## src/stick_cfg_pkg.sv

```systemverilog
`default_nettype none

package stick_cfg_pkg;

	// --------------------------------------------------
	// widths with a meaning
	// --------------------------------------------------
	typedef logic [11:0] sample_t;	// raw adc sample
	typedef logic [23:0] delay_t;	// delay in sysclk cycles
	typedef logic [7:0]  byte_t;	// width, group size, word count, offset

	// hv code, all ones is full voltage, zero is off
	typedef logic [2:0]  hv_t;

	// settings of one physical channel
	typedef struct packed {
		delay_t znd_delay;		// sync to probe pulse
		byte_t  pulse_w;		// probe pulse width
		delay_t data_delay;		// sync to first sample
		byte_t  smax_num;		// samples per group
		byte_t  words_num;		// groups per cycle
		byte_t  offset;			// subtracted from group max
	} ch_cfg_t;

	// one output word of a channel
	typedef struct packed {
		byte_t   cnt;			// word number, 0 first
		sample_t value;			// max minus offset, floor 0
	} acq_word_t;

	// --------------------------------------------------
	// state machines
	// --------------------------------------------------
	typedef enum logic [1:0] {
		ZND_IDLE,
		ZND_WAIT,				// counting znd_delay
		ZND_PULSE				// phases active
	} znd_state_t;

	typedef enum logic [1:0] {
		ACQ_IDLE,
		ACQ_WAIT,				// counting data_delay, doffs high
		ACQ_GROUP				// sampling groups
	} acq_state_t;

endpackage

`default_nettype wire

```

## src/stick_cmd_pkg.sv

```systemverilog
`default_nettype none

package stick_cmd_pkg;

	// --------------------------------------------------
	// opcodes of the 32-bit command word
	// --------------------------------------------------
	typedef enum logic [4:0] {
		OP_ZND_DELAY  = 5'd1,	// per channel, 24 bit arg
		OP_PULSE_W    = 5'd2,	// per channel, low byte
		OP_DATA_DELAY = 5'd3,	// per channel, 24 bit arg
		OP_SMAX       = 5'd4,	// per channel, low byte
		OP_WORDS      = 5'd5,	// per channel, low byte
		OP_OFFSET     = 5'd6,	// per channel, low byte
		OP_POWER      = 5'd7,	// board, pdwn mask and hv code
		OP_SYNC       = 5'd16	// board, internal sync enable
	} cmd_op_t;

	// lsb of the hv code in an OP_POWER arg, the pdwn mask sits below it
	localparam int PWR_HV_LSB = 4;

	// command word, set flag on top
	typedef struct packed {
		logic        set;		// bit 31, clear means ignore
		logic [4:0]  op;		// raw, unknown codes possible
		logic [1:0]  ch;		// physical channel
		logic [23:0] arg;
	} cmd_t;

endpackage

`default_nettype wire

```

## src/cmd_regs.sv

```systemverilog
`timescale 1ns/1ps
`default_nettype none

module cmd_regs #(
	parameter int NUM_CH = 4
) (
	input  wire logic                                 i_sysclk,
	input  wire logic                                 i_phy_rst_n,
	input  wire logic                                 i_cmd_valid,	// one cycle strobe
	input  wire stick_cmd_pkg::cmd_t                  i_cmd,
	output logic                                      o_sync_on,
	output stick_cfg_pkg::ch_cfg_t [NUM_CH-1:0]       o_cfg,
	output logic [NUM_CH-1:0]                         o_pdwn,
	output stick_cfg_pkg::hv_t                        o_hv
);

	stick_cmd_pkg::cmd_op_t op;		// opcode seen as enum
	logic                   cmd_set;	// accepted command this cycle

	assign op      = stick_cmd_pkg::cmd_op_t'(i_cmd.op);
	assign cmd_set = i_cmd_valid && i_cmd.set;

	// --------------------------------------------------
	// board registers
	// --------------------------------------------------
	always_ff @(posedge i_sysclk or negedge i_phy_rst_n)
	begin
		if (!i_phy_rst_n)
		begin
			o_pdwn    <= '0;	// all channels powered
			o_hv      <= '0;	// hv off
			o_sync_on <= 1'b0;
		end
		else if (cmd_set)
		begin
			case (op)
				stick_cmd_pkg::OP_POWER:
				begin
					o_pdwn <= i_cmd.arg[NUM_CH-1:0];
					o_hv   <= i_cmd.arg[stick_cmd_pkg::PWR_HV_LSB +: 3];
				end
				stick_cmd_pkg::OP_SYNC:
					o_sync_on <= i_cmd.arg[0];
				default: ;	// channel ops handled below
			endcase
		end
	end

	// --------------------------------------------------
	// per channel settings
	// --------------------------------------------------
	always_ff @(posedge i_sysclk or negedge i_phy_rst_n)
	begin
		if (!i_phy_rst_n)
			o_cfg <= '0;
		else if (cmd_set)
		begin
			for (int i = 0; i < NUM_CH; i++)
			begin
				if (i_cmd.ch == 2'(i))	// addressed channel only
				begin
					case (op)
						stick_cmd_pkg::OP_ZND_DELAY:  o_cfg[i].znd_delay  <= i_cmd.arg;
						stick_cmd_pkg::OP_PULSE_W:    o_cfg[i].pulse_w    <= i_cmd.arg[7:0];
						stick_cmd_pkg::OP_DATA_DELAY: o_cfg[i].data_delay <= i_cmd.arg;
						stick_cmd_pkg::OP_SMAX:       o_cfg[i].smax_num   <= i_cmd.arg[7:0];
						stick_cmd_pkg::OP_WORDS:      o_cfg[i].words_num  <= i_cmd.arg[7:0];
						stick_cmd_pkg::OP_OFFSET:     o_cfg[i].offset     <= i_cmd.arg[7:0];
						default: ;	// board op or unknown
					endcase
				end
			end
		end
	end

	// host must only address channels that exist on this build
	a_ch_range: assert property (@(posedge i_sysclk) disable iff (!i_phy_rst_n)
		cmd_set |-> (int'(i_cmd.ch) < NUM_CH));

endmodule

`default_nettype wire

```

## src/sync_gen.sv

```systemverilog
`timescale 1ns/1ps
`default_nettype none

module sync_gen #(
	parameter int SYNC_BIT = 20	// period is 2**(SYNC_BIT+1) cycles
) (
	input  wire logic i_sysclk,
	input  wire logic i_phy_rst_n,
	input  wire logic i_sync_on,
	output logic      o_msync_n,	// master sync level
	output logic      o_sync_stb	// one cycle after the fall
);

	logic [SYNC_BIT:0] cnt_q;		// free running
	logic              msync_d;		// last cycle level

	// low half of the counter period is the sync
	assign o_msync_n = i_sync_on ? cnt_q[SYNC_BIT] : 1'b1;

	// --------------------------------------------------
	// counter and fall detect
	// --------------------------------------------------
	always_ff @(posedge i_sysclk or negedge i_phy_rst_n)
	begin
		if (!i_phy_rst_n)
		begin
			cnt_q      <= '0;
			msync_d    <= 1'b1;
			o_sync_stb <= 1'b0;
		end
		else
		begin
			cnt_q      <= cnt_q + 1'b1;
			msync_d    <= o_msync_n;
			o_sync_stb <= msync_d & ~o_msync_n;	// high to low seen
		end
	end

	// channels restart on every strobe, a double one would skew them
	a_stb_single: assert property (@(posedge i_sysclk) disable iff (!i_phy_rst_n)
		o_sync_stb |=> !o_sync_stb);

endmodule

`default_nettype wire

```

## src/znd_chan.sv

```systemverilog
`timescale 1ns/1ps
`default_nettype none

module znd_chan (
	input  wire logic                    i_sysclk,
	input  wire logic                    i_phy_rst_n,
	input  wire logic                    i_sync_stb,
	input  wire stick_cfg_pkg::ch_cfg_t  i_cfg,
	input  wire logic                    i_pdwn,	// channel asleep
	output logic                         o_imp_a,
	output logic                         o_imp_b_n,
	output logic                         o_imp_c,
	output logic                         o_imp_d_n,
	output logic                         o_enz_n
);

	stick_cfg_pkg::znd_state_t state_q;
	stick_cfg_pkg::delay_t     dly_q;	// remaining wait cycles
	stick_cfg_pkg::byte_t      wid_q;	// remaining pulse cycles

	// --------------------------------------------------
	// sequencer, strobe cycle counts as 0
	// --------------------------------------------------
	always_ff @(posedge i_sysclk or negedge i_phy_rst_n)
	begin
		if (!i_phy_rst_n)
		begin
			state_q   <= stick_cfg_pkg::ZND_IDLE;
			dly_q     <= '0;
			wid_q     <= '0;
			o_imp_a   <= 1'b0;
			o_imp_b_n <= 1'b1;
		end
		else if (i_pdwn || (i_sync_stb && i_cfg.pulse_w == '0))
		begin
			state_q   <= stick_cfg_pkg::ZND_IDLE;	// no pulse at all
			o_imp_a   <= 1'b0;
			o_imp_b_n <= 1'b1;
		end
		else if (i_sync_stb)	// restart even mid pulse
		begin
			wid_q     <= i_cfg.pulse_w - 8'd1;
			dly_q     <= i_cfg.znd_delay - 24'd1;
			o_imp_a   <= (i_cfg.znd_delay == '0);
			o_imp_b_n <= (i_cfg.znd_delay != '0);
			state_q   <= (i_cfg.znd_delay == '0) ? stick_cfg_pkg::ZND_PULSE
			                                      : stick_cfg_pkg::ZND_WAIT;
		end
		else
		begin
			case (state_q)
				stick_cfg_pkg::ZND_WAIT:
					if (dly_q == '0)
					begin
						state_q   <= stick_cfg_pkg::ZND_PULSE;	// rises at znd_delay+1
						o_imp_a   <= 1'b1;
						o_imp_b_n <= 1'b0;
					end
					else
						dly_q <= dly_q - 24'd1;
				stick_cfg_pkg::ZND_PULSE:
					if (wid_q == '0)
					begin
						state_q   <= stick_cfg_pkg::ZND_IDLE;	// pulse_w cycles done
						o_imp_a   <= 1'b0;
						o_imp_b_n <= 1'b1;
					end
					else
						wid_q <= wid_q - 8'd1;
				default: ;
			endcase
		end
	end

	assign o_imp_c   = o_imp_a;		// c follows a
	assign o_imp_d_n = o_imp_b_n;
	assign o_enz_n   = o_imp_b_n;	// driver enabled while pulsing

	// both bridge halves on at once would short the probe driver
	a_phase_compl: assert property (@(posedge i_sysclk) disable iff (!i_phy_rst_n)
		o_imp_a != o_imp_b_n);

endmodule

`default_nettype wire

```

## src/acq_chan.sv

```systemverilog
`timescale 1ns/1ps
`default_nettype none

module acq_chan (
	input  wire logic                      i_sysclk,
	input  wire logic                      i_phy_rst_n,
	input  wire logic                      i_sync_stb,
	input  wire stick_cfg_pkg::ch_cfg_t    i_cfg,
	input  wire logic                      i_pdwn,
	input  wire stick_cfg_pkg::sample_t    i_adc,
	output logic                           o_valid,	// one cycle per word
	output stick_cfg_pkg::acq_word_t       o_word,
	output logic                           o_cmpl,	// with the last word
	output logic                           o_en,
	output logic                           o_doffs,
	output logic                           o_soffs_n
);

	stick_cfg_pkg::acq_state_t state_q;
	stick_cfg_pkg::delay_t     dly_q;		// remaining wait cycles
	stick_cfg_pkg::byte_t      pos_q;		// sample index in group
	stick_cfg_pkg::byte_t      wcnt_q;		// word number in cycle
	stick_cfg_pkg::sample_t    max_q;		// running max
	stick_cfg_pkg::sample_t    grp_max;		// max including this sample
	stick_cfg_pkg::sample_t    offs;		// offset, zero extended
	logic                      run_ok;		// settings allow a cycle
	logic                      last_smp;	// group closes this cycle
	logic                      last_word;

	assign run_ok    = !i_pdwn && (i_cfg.smax_num != '0) && (i_cfg.words_num != '0);
	assign grp_max   = (pos_q == '0 || i_adc > max_q) ? i_adc : max_q;	// first sample seeds
	assign offs      = stick_cfg_pkg::sample_t'(i_cfg.offset);
	assign last_smp  = (pos_q == i_cfg.smax_num - 8'd1);
	assign last_word = (wcnt_q == i_cfg.words_num - 8'd1);

	// --------------------------------------------------
	// control, strobe cycle counts as 0
	// --------------------------------------------------
	always_ff @(posedge i_sysclk or negedge i_phy_rst_n)
	begin
		if (!i_phy_rst_n)
		begin
			state_q <= stick_cfg_pkg::ACQ_IDLE;
			dly_q   <= '0;
			pos_q   <= '0;
			wcnt_q  <= '0;
			o_valid <= 1'b0;
			o_cmpl  <= 1'b0;
		end
		else
		begin
			o_valid <= 1'b0;	// strobes by default
			o_cmpl  <= 1'b0;
			if (!run_ok)
				state_q <= stick_cfg_pkg::ACQ_IDLE;
			else if (i_sync_stb)
			begin
				pos_q   <= '0;
				wcnt_q  <= '0;
				dly_q   <= i_cfg.data_delay - 24'd1;
				state_q <= (i_cfg.data_delay == '0) ? stick_cfg_pkg::ACQ_GROUP
				                                     : stick_cfg_pkg::ACQ_WAIT;
			end
			else
			begin
				case (state_q)
					stick_cfg_pkg::ACQ_WAIT:
						if (dly_q == '0)
							state_q <= stick_cfg_pkg::ACQ_GROUP;	// first sample at data_delay+1
						else
							dly_q <= dly_q - 24'd1;
					stick_cfg_pkg::ACQ_GROUP:
						if (last_smp)
						begin
							o_valid <= 1'b1;
							pos_q   <= '0;		// next group back to back
							if (last_word)
							begin
								o_cmpl  <= 1'b1;
								state_q <= stick_cfg_pkg::ACQ_IDLE;
							end
							else
								wcnt_q <= wcnt_q + 8'd1;
						end
						else
							pos_q <= pos_q + 8'd1;
					default: ;
				endcase
			end
		end
	end

	// --------------------------------------------------
	// datapath, qualified by o_valid
	// --------------------------------------------------
	always_ff @(posedge i_sysclk)
	begin
		if (state_q == stick_cfg_pkg::ACQ_GROUP)
		begin
			max_q <= grp_max;
			if (last_smp)
			begin
				o_word.cnt   <= wcnt_q;
				o_word.value <= (grp_max > offs) ? grp_max - offs : '0;	// floor at 0
			end
		end
	end

	assign o_en      = (state_q == stick_cfg_pkg::ACQ_GROUP);
	assign o_doffs   = (state_q == stick_cfg_pkg::ACQ_WAIT);	// offset calibration window
	assign o_soffs_n = ~o_doffs;

	// completion must close out exactly words_num words
	a_cmpl_last: assert property (@(posedge i_sysclk) disable iff (!i_phy_rst_n)
		o_cmpl |-> o_valid && (o_word.cnt == i_cfg.words_num - 8'd1));

endmodule

`default_nettype wire

```

## src/stick_top.sv

```systemverilog
`timescale 1ns/1ps
`default_nettype none

module stick_top #(
	parameter int NUM_CH   = 4,
	parameter int SYNC_BIT = 20
) (
	input  wire logic                                   i_sysclk,
	input  wire logic                                   i_phy_rst_n,
	// command strobe
	input  wire logic                                   i_cmd_valid,
	input  wire stick_cmd_pkg::cmd_t                    i_cmd,
	// adc streams
	input  wire stick_cfg_pkg::sample_t [NUM_CH-1:0]    i_adc,
	// board level
	output wire logic                                   o_msync_n,
	output wire stick_cfg_pkg::hv_t                     o_hpwon,
	output wire logic [NUM_CH-1:0]                      o_pdwn,
	// probe pulse
	output wire logic [NUM_CH-1:0]                      o_phase_a,
	output wire logic [NUM_CH-1:0]                      o_phase_b_n,
	output wire logic [NUM_CH-1:0]                      o_phase_c,
	output wire logic [NUM_CH-1:0]                      o_phase_d_n,
	output wire logic [NUM_CH-1:0]                      o_nenz,
	// acquisition
	output wire logic [NUM_CH-1:0]                      o_acq_valid,
	output wire logic [NUM_CH-1:0]                      o_acq_cmpl,
	output wire logic [NUM_CH-1:0]                      o_en,
	output wire logic [NUM_CH-1:0]                      o_doffs,
	output wire logic [NUM_CH-1:0]                      o_soffs_n,
	output wire stick_cfg_pkg::acq_word_t [NUM_CH-1:0]  o_acq_word
);

	stick_cfg_pkg::ch_cfg_t [NUM_CH-1:0] cfg;	// per channel settings
	logic                                sync_on;
	logic                                sync_stb;	// shared by all channels

	// --------------------------------------------------
	// settings and sync
	// --------------------------------------------------
	cmd_regs #(
		.NUM_CH(NUM_CH)
	) u_cmd_regs (
		.i_sysclk    (i_sysclk),
		.i_phy_rst_n (i_phy_rst_n),
		.i_cmd_valid (i_cmd_valid),
		.i_cmd       (i_cmd),
		.o_sync_on   (sync_on),
		.o_cfg       (cfg),
		.o_pdwn      (o_pdwn),
		.o_hv        (o_hpwon)
	);

	sync_gen #(
		.SYNC_BIT(SYNC_BIT)
	) u_sync_gen (
		.i_sysclk    (i_sysclk),
		.i_phy_rst_n (i_phy_rst_n),
		.i_sync_on   (sync_on),
		.o_msync_n   (o_msync_n),
		.o_sync_stb  (sync_stb)
	);

	// --------------------------------------------------
	// one probe sequencer and one acquirer per channel
	// --------------------------------------------------
	for (genvar g = 0; g < NUM_CH; g++)
	begin : g_ch
		znd_chan u_znd (
			.i_sysclk    (i_sysclk),
			.i_phy_rst_n (i_phy_rst_n),
			.i_sync_stb  (sync_stb),
			.i_cfg       (cfg[g]),
			.i_pdwn      (o_pdwn[g]),
			.o_imp_a     (o_phase_a[g]),
			.o_imp_b_n   (o_phase_b_n[g]),
			.o_imp_c     (o_phase_c[g]),
			.o_imp_d_n   (o_phase_d_n[g]),
			.o_enz_n     (o_nenz[g])
		);

		acq_chan u_acq (
			.i_sysclk    (i_sysclk),
			.i_phy_rst_n (i_phy_rst_n),
			.i_sync_stb  (sync_stb),
			.i_cfg       (cfg[g]),
			.i_pdwn      (o_pdwn[g]),
			.i_adc       (i_adc[g]),
			.o_valid     (o_acq_valid[g]),
			.o_word      (o_acq_word[g]),
			.o_cmpl      (o_acq_cmpl[g]),
			.o_en        (o_en[g]),
			.o_doffs     (o_doffs[g]),
			.o_soffs_n   (o_soffs_n[g])
		);
	end

endmodule

`default_nettype wire

```

## config.mk

```make
export PLATFORM = sky130hd
export DESIGN_NAME = stick_top
export DESIGN_NICKNAME = d
export VERILOG_FILES = /design/src/stick_cfg_pkg.sv /design/src/stick_cmd_pkg.sv /design/src/cmd_regs.sv /design/src/sync_gen.sv /design/src/znd_chan.sv /design/src/acq_chan.sv /design/src/stick_top.sv
export SDC_FILE = /design/constraint.sdc
export NUM_CORES = 2
export LEC_CHECK = 0
export BUFFER_PORTS_ARGS = -buffer_cell sky130_fd_sc_hd__buf_2
export CORE_MARGIN = 3
export CORE_UTILIZATION = 40
export CTS_BUF_LIST = sky130_fd_sc_hd__clkbuf_16
export CTS_CLUSTER_DIAMETER = 40
export CTS_CLUSTER_SIZE = 20
export DETAILED_ROUTE_END_ITERATION = 16
export GPL_TIMING_DRIVEN = 0
export SYNTH_ARGS = -nofsm -noshare
export SYNTH_HDL_FRONTEND = slang
export SYNTH_HIERARCHICAL = 1
export SYNTH_SLANG_ARGS = --single-unit
```

## constraint.sdc

```tcl
create_clock -name i_sysclk -period 5 [get_ports i_sysclk]
set_input_delay 0.5 -clock i_sysclk [delete_from_list [all_inputs] [get_ports i_sysclk]]
set_output_delay 0.5 -clock i_sysclk [all_outputs]
set_load 0.005 [all_outputs]
```

==> impl_metrics.yaml <==
run_status:
  run_status: "finished, final reports clean"
route:
  post-route-drc-count: 0
  wire_per_inst_um: 22.1
  route.vias.total: 41600
  wirelength_um: 156000
  drtIter0Drc: 4129
  avgViaCountPerCell: 5.89
  postRouteAntennaNets: 0
  drt-pass1-iter-count: 6
cts:
  cts_inserted_buffers: 140
  tritoncts: "done"
  cts_root_buffer: "clkbuf_16"
  clock_insertion_delay_worst_skew_ns: 0.77
  ctsLongestPathBuffers: 3
  clock-sinks: 795
  worst_setup_hold_path_clk_slew_ns: 0.06
  cts.htree.levels: 4
placement:
  dp_slack_ns: -1.34
  gp_congestion: 0.918
  port_buffers: 210
  placed_cells_incl_taps: 6801
  hpwlAfterDp_um: 109000
setup_path:
  critical_path.endpoint_type: "flip-flop"
  critical_path_s_top_delay_family: "compound AO/OA/AOI/OAI gates"
  timing.setup.critical_path_class: "flip-flop to flip-flop"
  crit_path_top_delay_cell: "o41a_1"
  critical_path_required_ns: 5.49
  cpPeakStageDelay_ns: 0.50
  critPathLaunchType: "flip-flop"
  number_of_buffers_and_inverters_on_the_critical_path: 2
  worst-endpoint-arrival_ns: 5.33
  path_cells: "inv_1, ha_1, nor2b_1, o211ai_1, a211oi_1, o41a_1, nor2_4, buf_4, mux2_2, ha_1, nor2b_1, o31a_1, o31a_1, o41ai_4, nand4_1, o21ai_1, mux2_2"
  critical_path.max_fanout: 10
global_route:
  grt_pass1_vias: 39700
  grt_first_pass_wirelength_um: 238000
  pin_count_of_the_biggest_net_entering_global_routing: 115
  grt_antenna_before_repair: 15
  grt_remaining_overflow: 0
  grt_usage: 0.238
layout:
  finish.cell_count_without_fillers: 7073
  drive_gt1_frac: 0.209
  area.growth.synth_to_final_pct: 17.2
  n_fill_cell: 11500
  nNetsFinal: 5550
synth:
  yosysSeqAreaShare: 0.417
  post_synth_fa_ha_maj_area_fraction: 0.0364
  cell_area_after_technology_mapping_um2: 49200
  ys_types: 116
  synth_top_cell_area_share: 0.336
  yosys-mux-area-fraction: 0.106
  synth-seq-cells: 795
  asyncSetResetFlopFracSynth: 0.839
  ys_top_cells_by_count: "662 x dfrtp_1, 384 x nor2_1, 307 x mux2_2"
  synth_nets: 5179
  yosys.area_share.xor_xnor: 0.0605
  synth_flop_cell: "dfrtp_1"
  synthDominantAreaCellType: "dfrtp_1"
  postSynthCellCount: 4955
  synthSimpleGateAreaFrac: 0.186
  synth_top_family_by_area: "simple AND/OR/NAND/NOR gates"
  synth.area.top_cells: "dfrtp_1 34%, edfxtp_1 7.8%, mux2_2 7.0%"
  avg_synthesized_cell_area_um2: 9.94
  synth_compound_area_frac: 0.150
  synthesis.yosys.warnings: 6
  synthMostInstantiatedCell: "dfrtp_1"
  synth_enable_flop_cells: 128
timing:
  layout_setup_ws_ns: 0.163
  setup_viol: 0
  fin_worst_skew_ns: 0.0335
  report.final.slew_viol_count: 0
  finalHoldViolations: 0
  setup_tns_ns: 0
  fin_crit_ns: 4.84
  timing.slew.headroom: 0.0259
  fin_hold_ws_ns: 0.107
  fmax_mhz: 207
  tightest_slew_ns: 1.46
  post-route-period-util: 0.967
power_and_ir_drop:
  post-layout-total-power_mw: 26.3
  ir_drop_v: 0.000369
  power.leakage_nw: 24.6
  power.density_cell_area_nw_per_um2: 456
die:
  die_h_um: 357
  rows: 128
  floorplan.die_area_um2: 127000
  initial_core_util: 0.404
  core_region_area_um2: 122000
  die_width_um: 357
  design.portCount: 211
min_path:
  min-delay-path-class: "input pin to flip-flop"
job:
  cap_viol_max_count: 0
[metrics by stage]
| stage | instance area [µm²] | utilization |
|---|---|---|
| 2_1_floorplan | 49200 | - |
| 3_3_place_gp | 52300 | 0.429 |
| 3_5_place_dp | 52600 | 0.431 |
| 4_1_cts | 57600 | 0.472 |
| 5_1_grt | 57700 | 0.473 |
| 6_report | 57700 | 0.473 |
[logic make-up (layout without fill, tap and decap cells)]
family                   Yosys count  count (layout)
AND/OR/NAND/NOR                 1654            1654
flip-flops                       795             795
AO/OA/AOI/OAI                   1100            1100
XOR/XNOR                         340             340
multiplexers                     446             446
adder cells (fa/ha/maj)          141             141
other                              0               2
buffers and inverters            479             970
[cell type report]
type / count / area, µm² / area share
buffer: 248 / 1340 / 0.0233
clock buffer: 144 / 3600 / 0.0624
multi-input combinational: 3681 / 26700 / 0.463
antenna: 2 / 5.00 / 0.0000867
inverter: 224 / 841 / 0.0146
timing repair buffer: 236 / 1460 / 0.0253
sequential: 795 / 20500 / 0.356
tap: 1625 / 2030 / 0.0352
clock inverter: 118 / 1180 / 0.0204
[layer usage]
layer / part of all wire / track usage
met3: 0.072 / 0.0414
met1: 0.44 / 0.331
met5: 0 / 0
met4: 0.039 / 0.0973
met2: 0.45 / 0.368
[cells in the final DEF, fill, tap and decap left out, types with 39 or more instances in the layout]
cell / Yosys / routed
a22oi_1: 67 / 67
xnor2_1: 163 / 163
o21ai_0: 259 / 259
mux2i_1: 61 / 61
nor3b_1: 99 / 99
buf_2: 68 / 284
or3_1: 63 / 63
nor4_1: 110 / 109
o22a_1: 53 / 53
buf_4: 27 / 41
a21oi_1: 245 / 243
inv_1: 220 / 232
xor2_1: 177 / 177
ha_1: 137 / 137
a211oi_1: 39 / 39
edfxtp_1: 128 / 128
nor3_1: 202 / 202
clkbuf_1: 122 / 95
a21o_1: 39 / 39
nand4_1: 63 / 63
nor2b_1: 46 / 46
nand3_1: 129 / 129
mux2_4: 70 / 70
clkbuf_16: 0 / 144
mux2_2: 307 / 308
and3_1: 49 / 49
dfrtp_1: 662 / 661
nand2_1: 236 / 236
nor2_1: 384 / 377
[final timing paths]
path	slack, ns	cells after the start	end	start
min reg2reg	0.46	2	u_sync_gen/o_sync_stb	u_sync_gen/msync_d
max	0.16	17	g_ch[0].u_acq/o_word[11]	g_ch[0].u_acq/max_q[1]
min	0.11	2	g_ch[3].u_acq/max_q[5]	i_adc[41]
min in group asynchronous	0.25	2	g_ch[0].u_znd/wid_q[3]	i_phy_rst_n
max in group asynchronous	2.83	5	g_ch[1].u_acq/o_valid	i_phy_rst_n
max reg2reg	0.16	17	g_ch[0].u_acq/o_word[11]	g_ch[0].u_acq/max_q[1]
[repair_timing]
action,in CTS,in global routing
hold endpoints to repair,50,0
pin swaps,0,5
endpoints found under the setup margin,127,68
setup buffers,1,13
gates cloned,0,0
resized for setup,41,26
hold buffers,1,0
[state kept, by name, summed over array words and instances, names as in the netlist, 8 cells and up]
name                cells
u_cmd_regs/o_cfg      320
g_ch.u_acq/max_q       48
g_ch.u_acq/dly_q       96
g_ch.u_znd/state_q      8
g_ch.u_acq/o_word      80
g_ch.u_znd/wid_q       32
g_ch.u_acq/wcnt_q      32
u_sync_gen/cnt_q       21
g_ch.u_acq/state_q      8
g_ch.u_acq/pos_q       32
g_ch.u_znd/dly_q       96
[power breakdown]
group          internal [mW]  switching (mW)
clock network           5.88            3.76
logic                   3.25            4.70
registers               7.48            1.23
total                   16.6            9.69
Note: power is estimated with default switching activity, not from simulation.
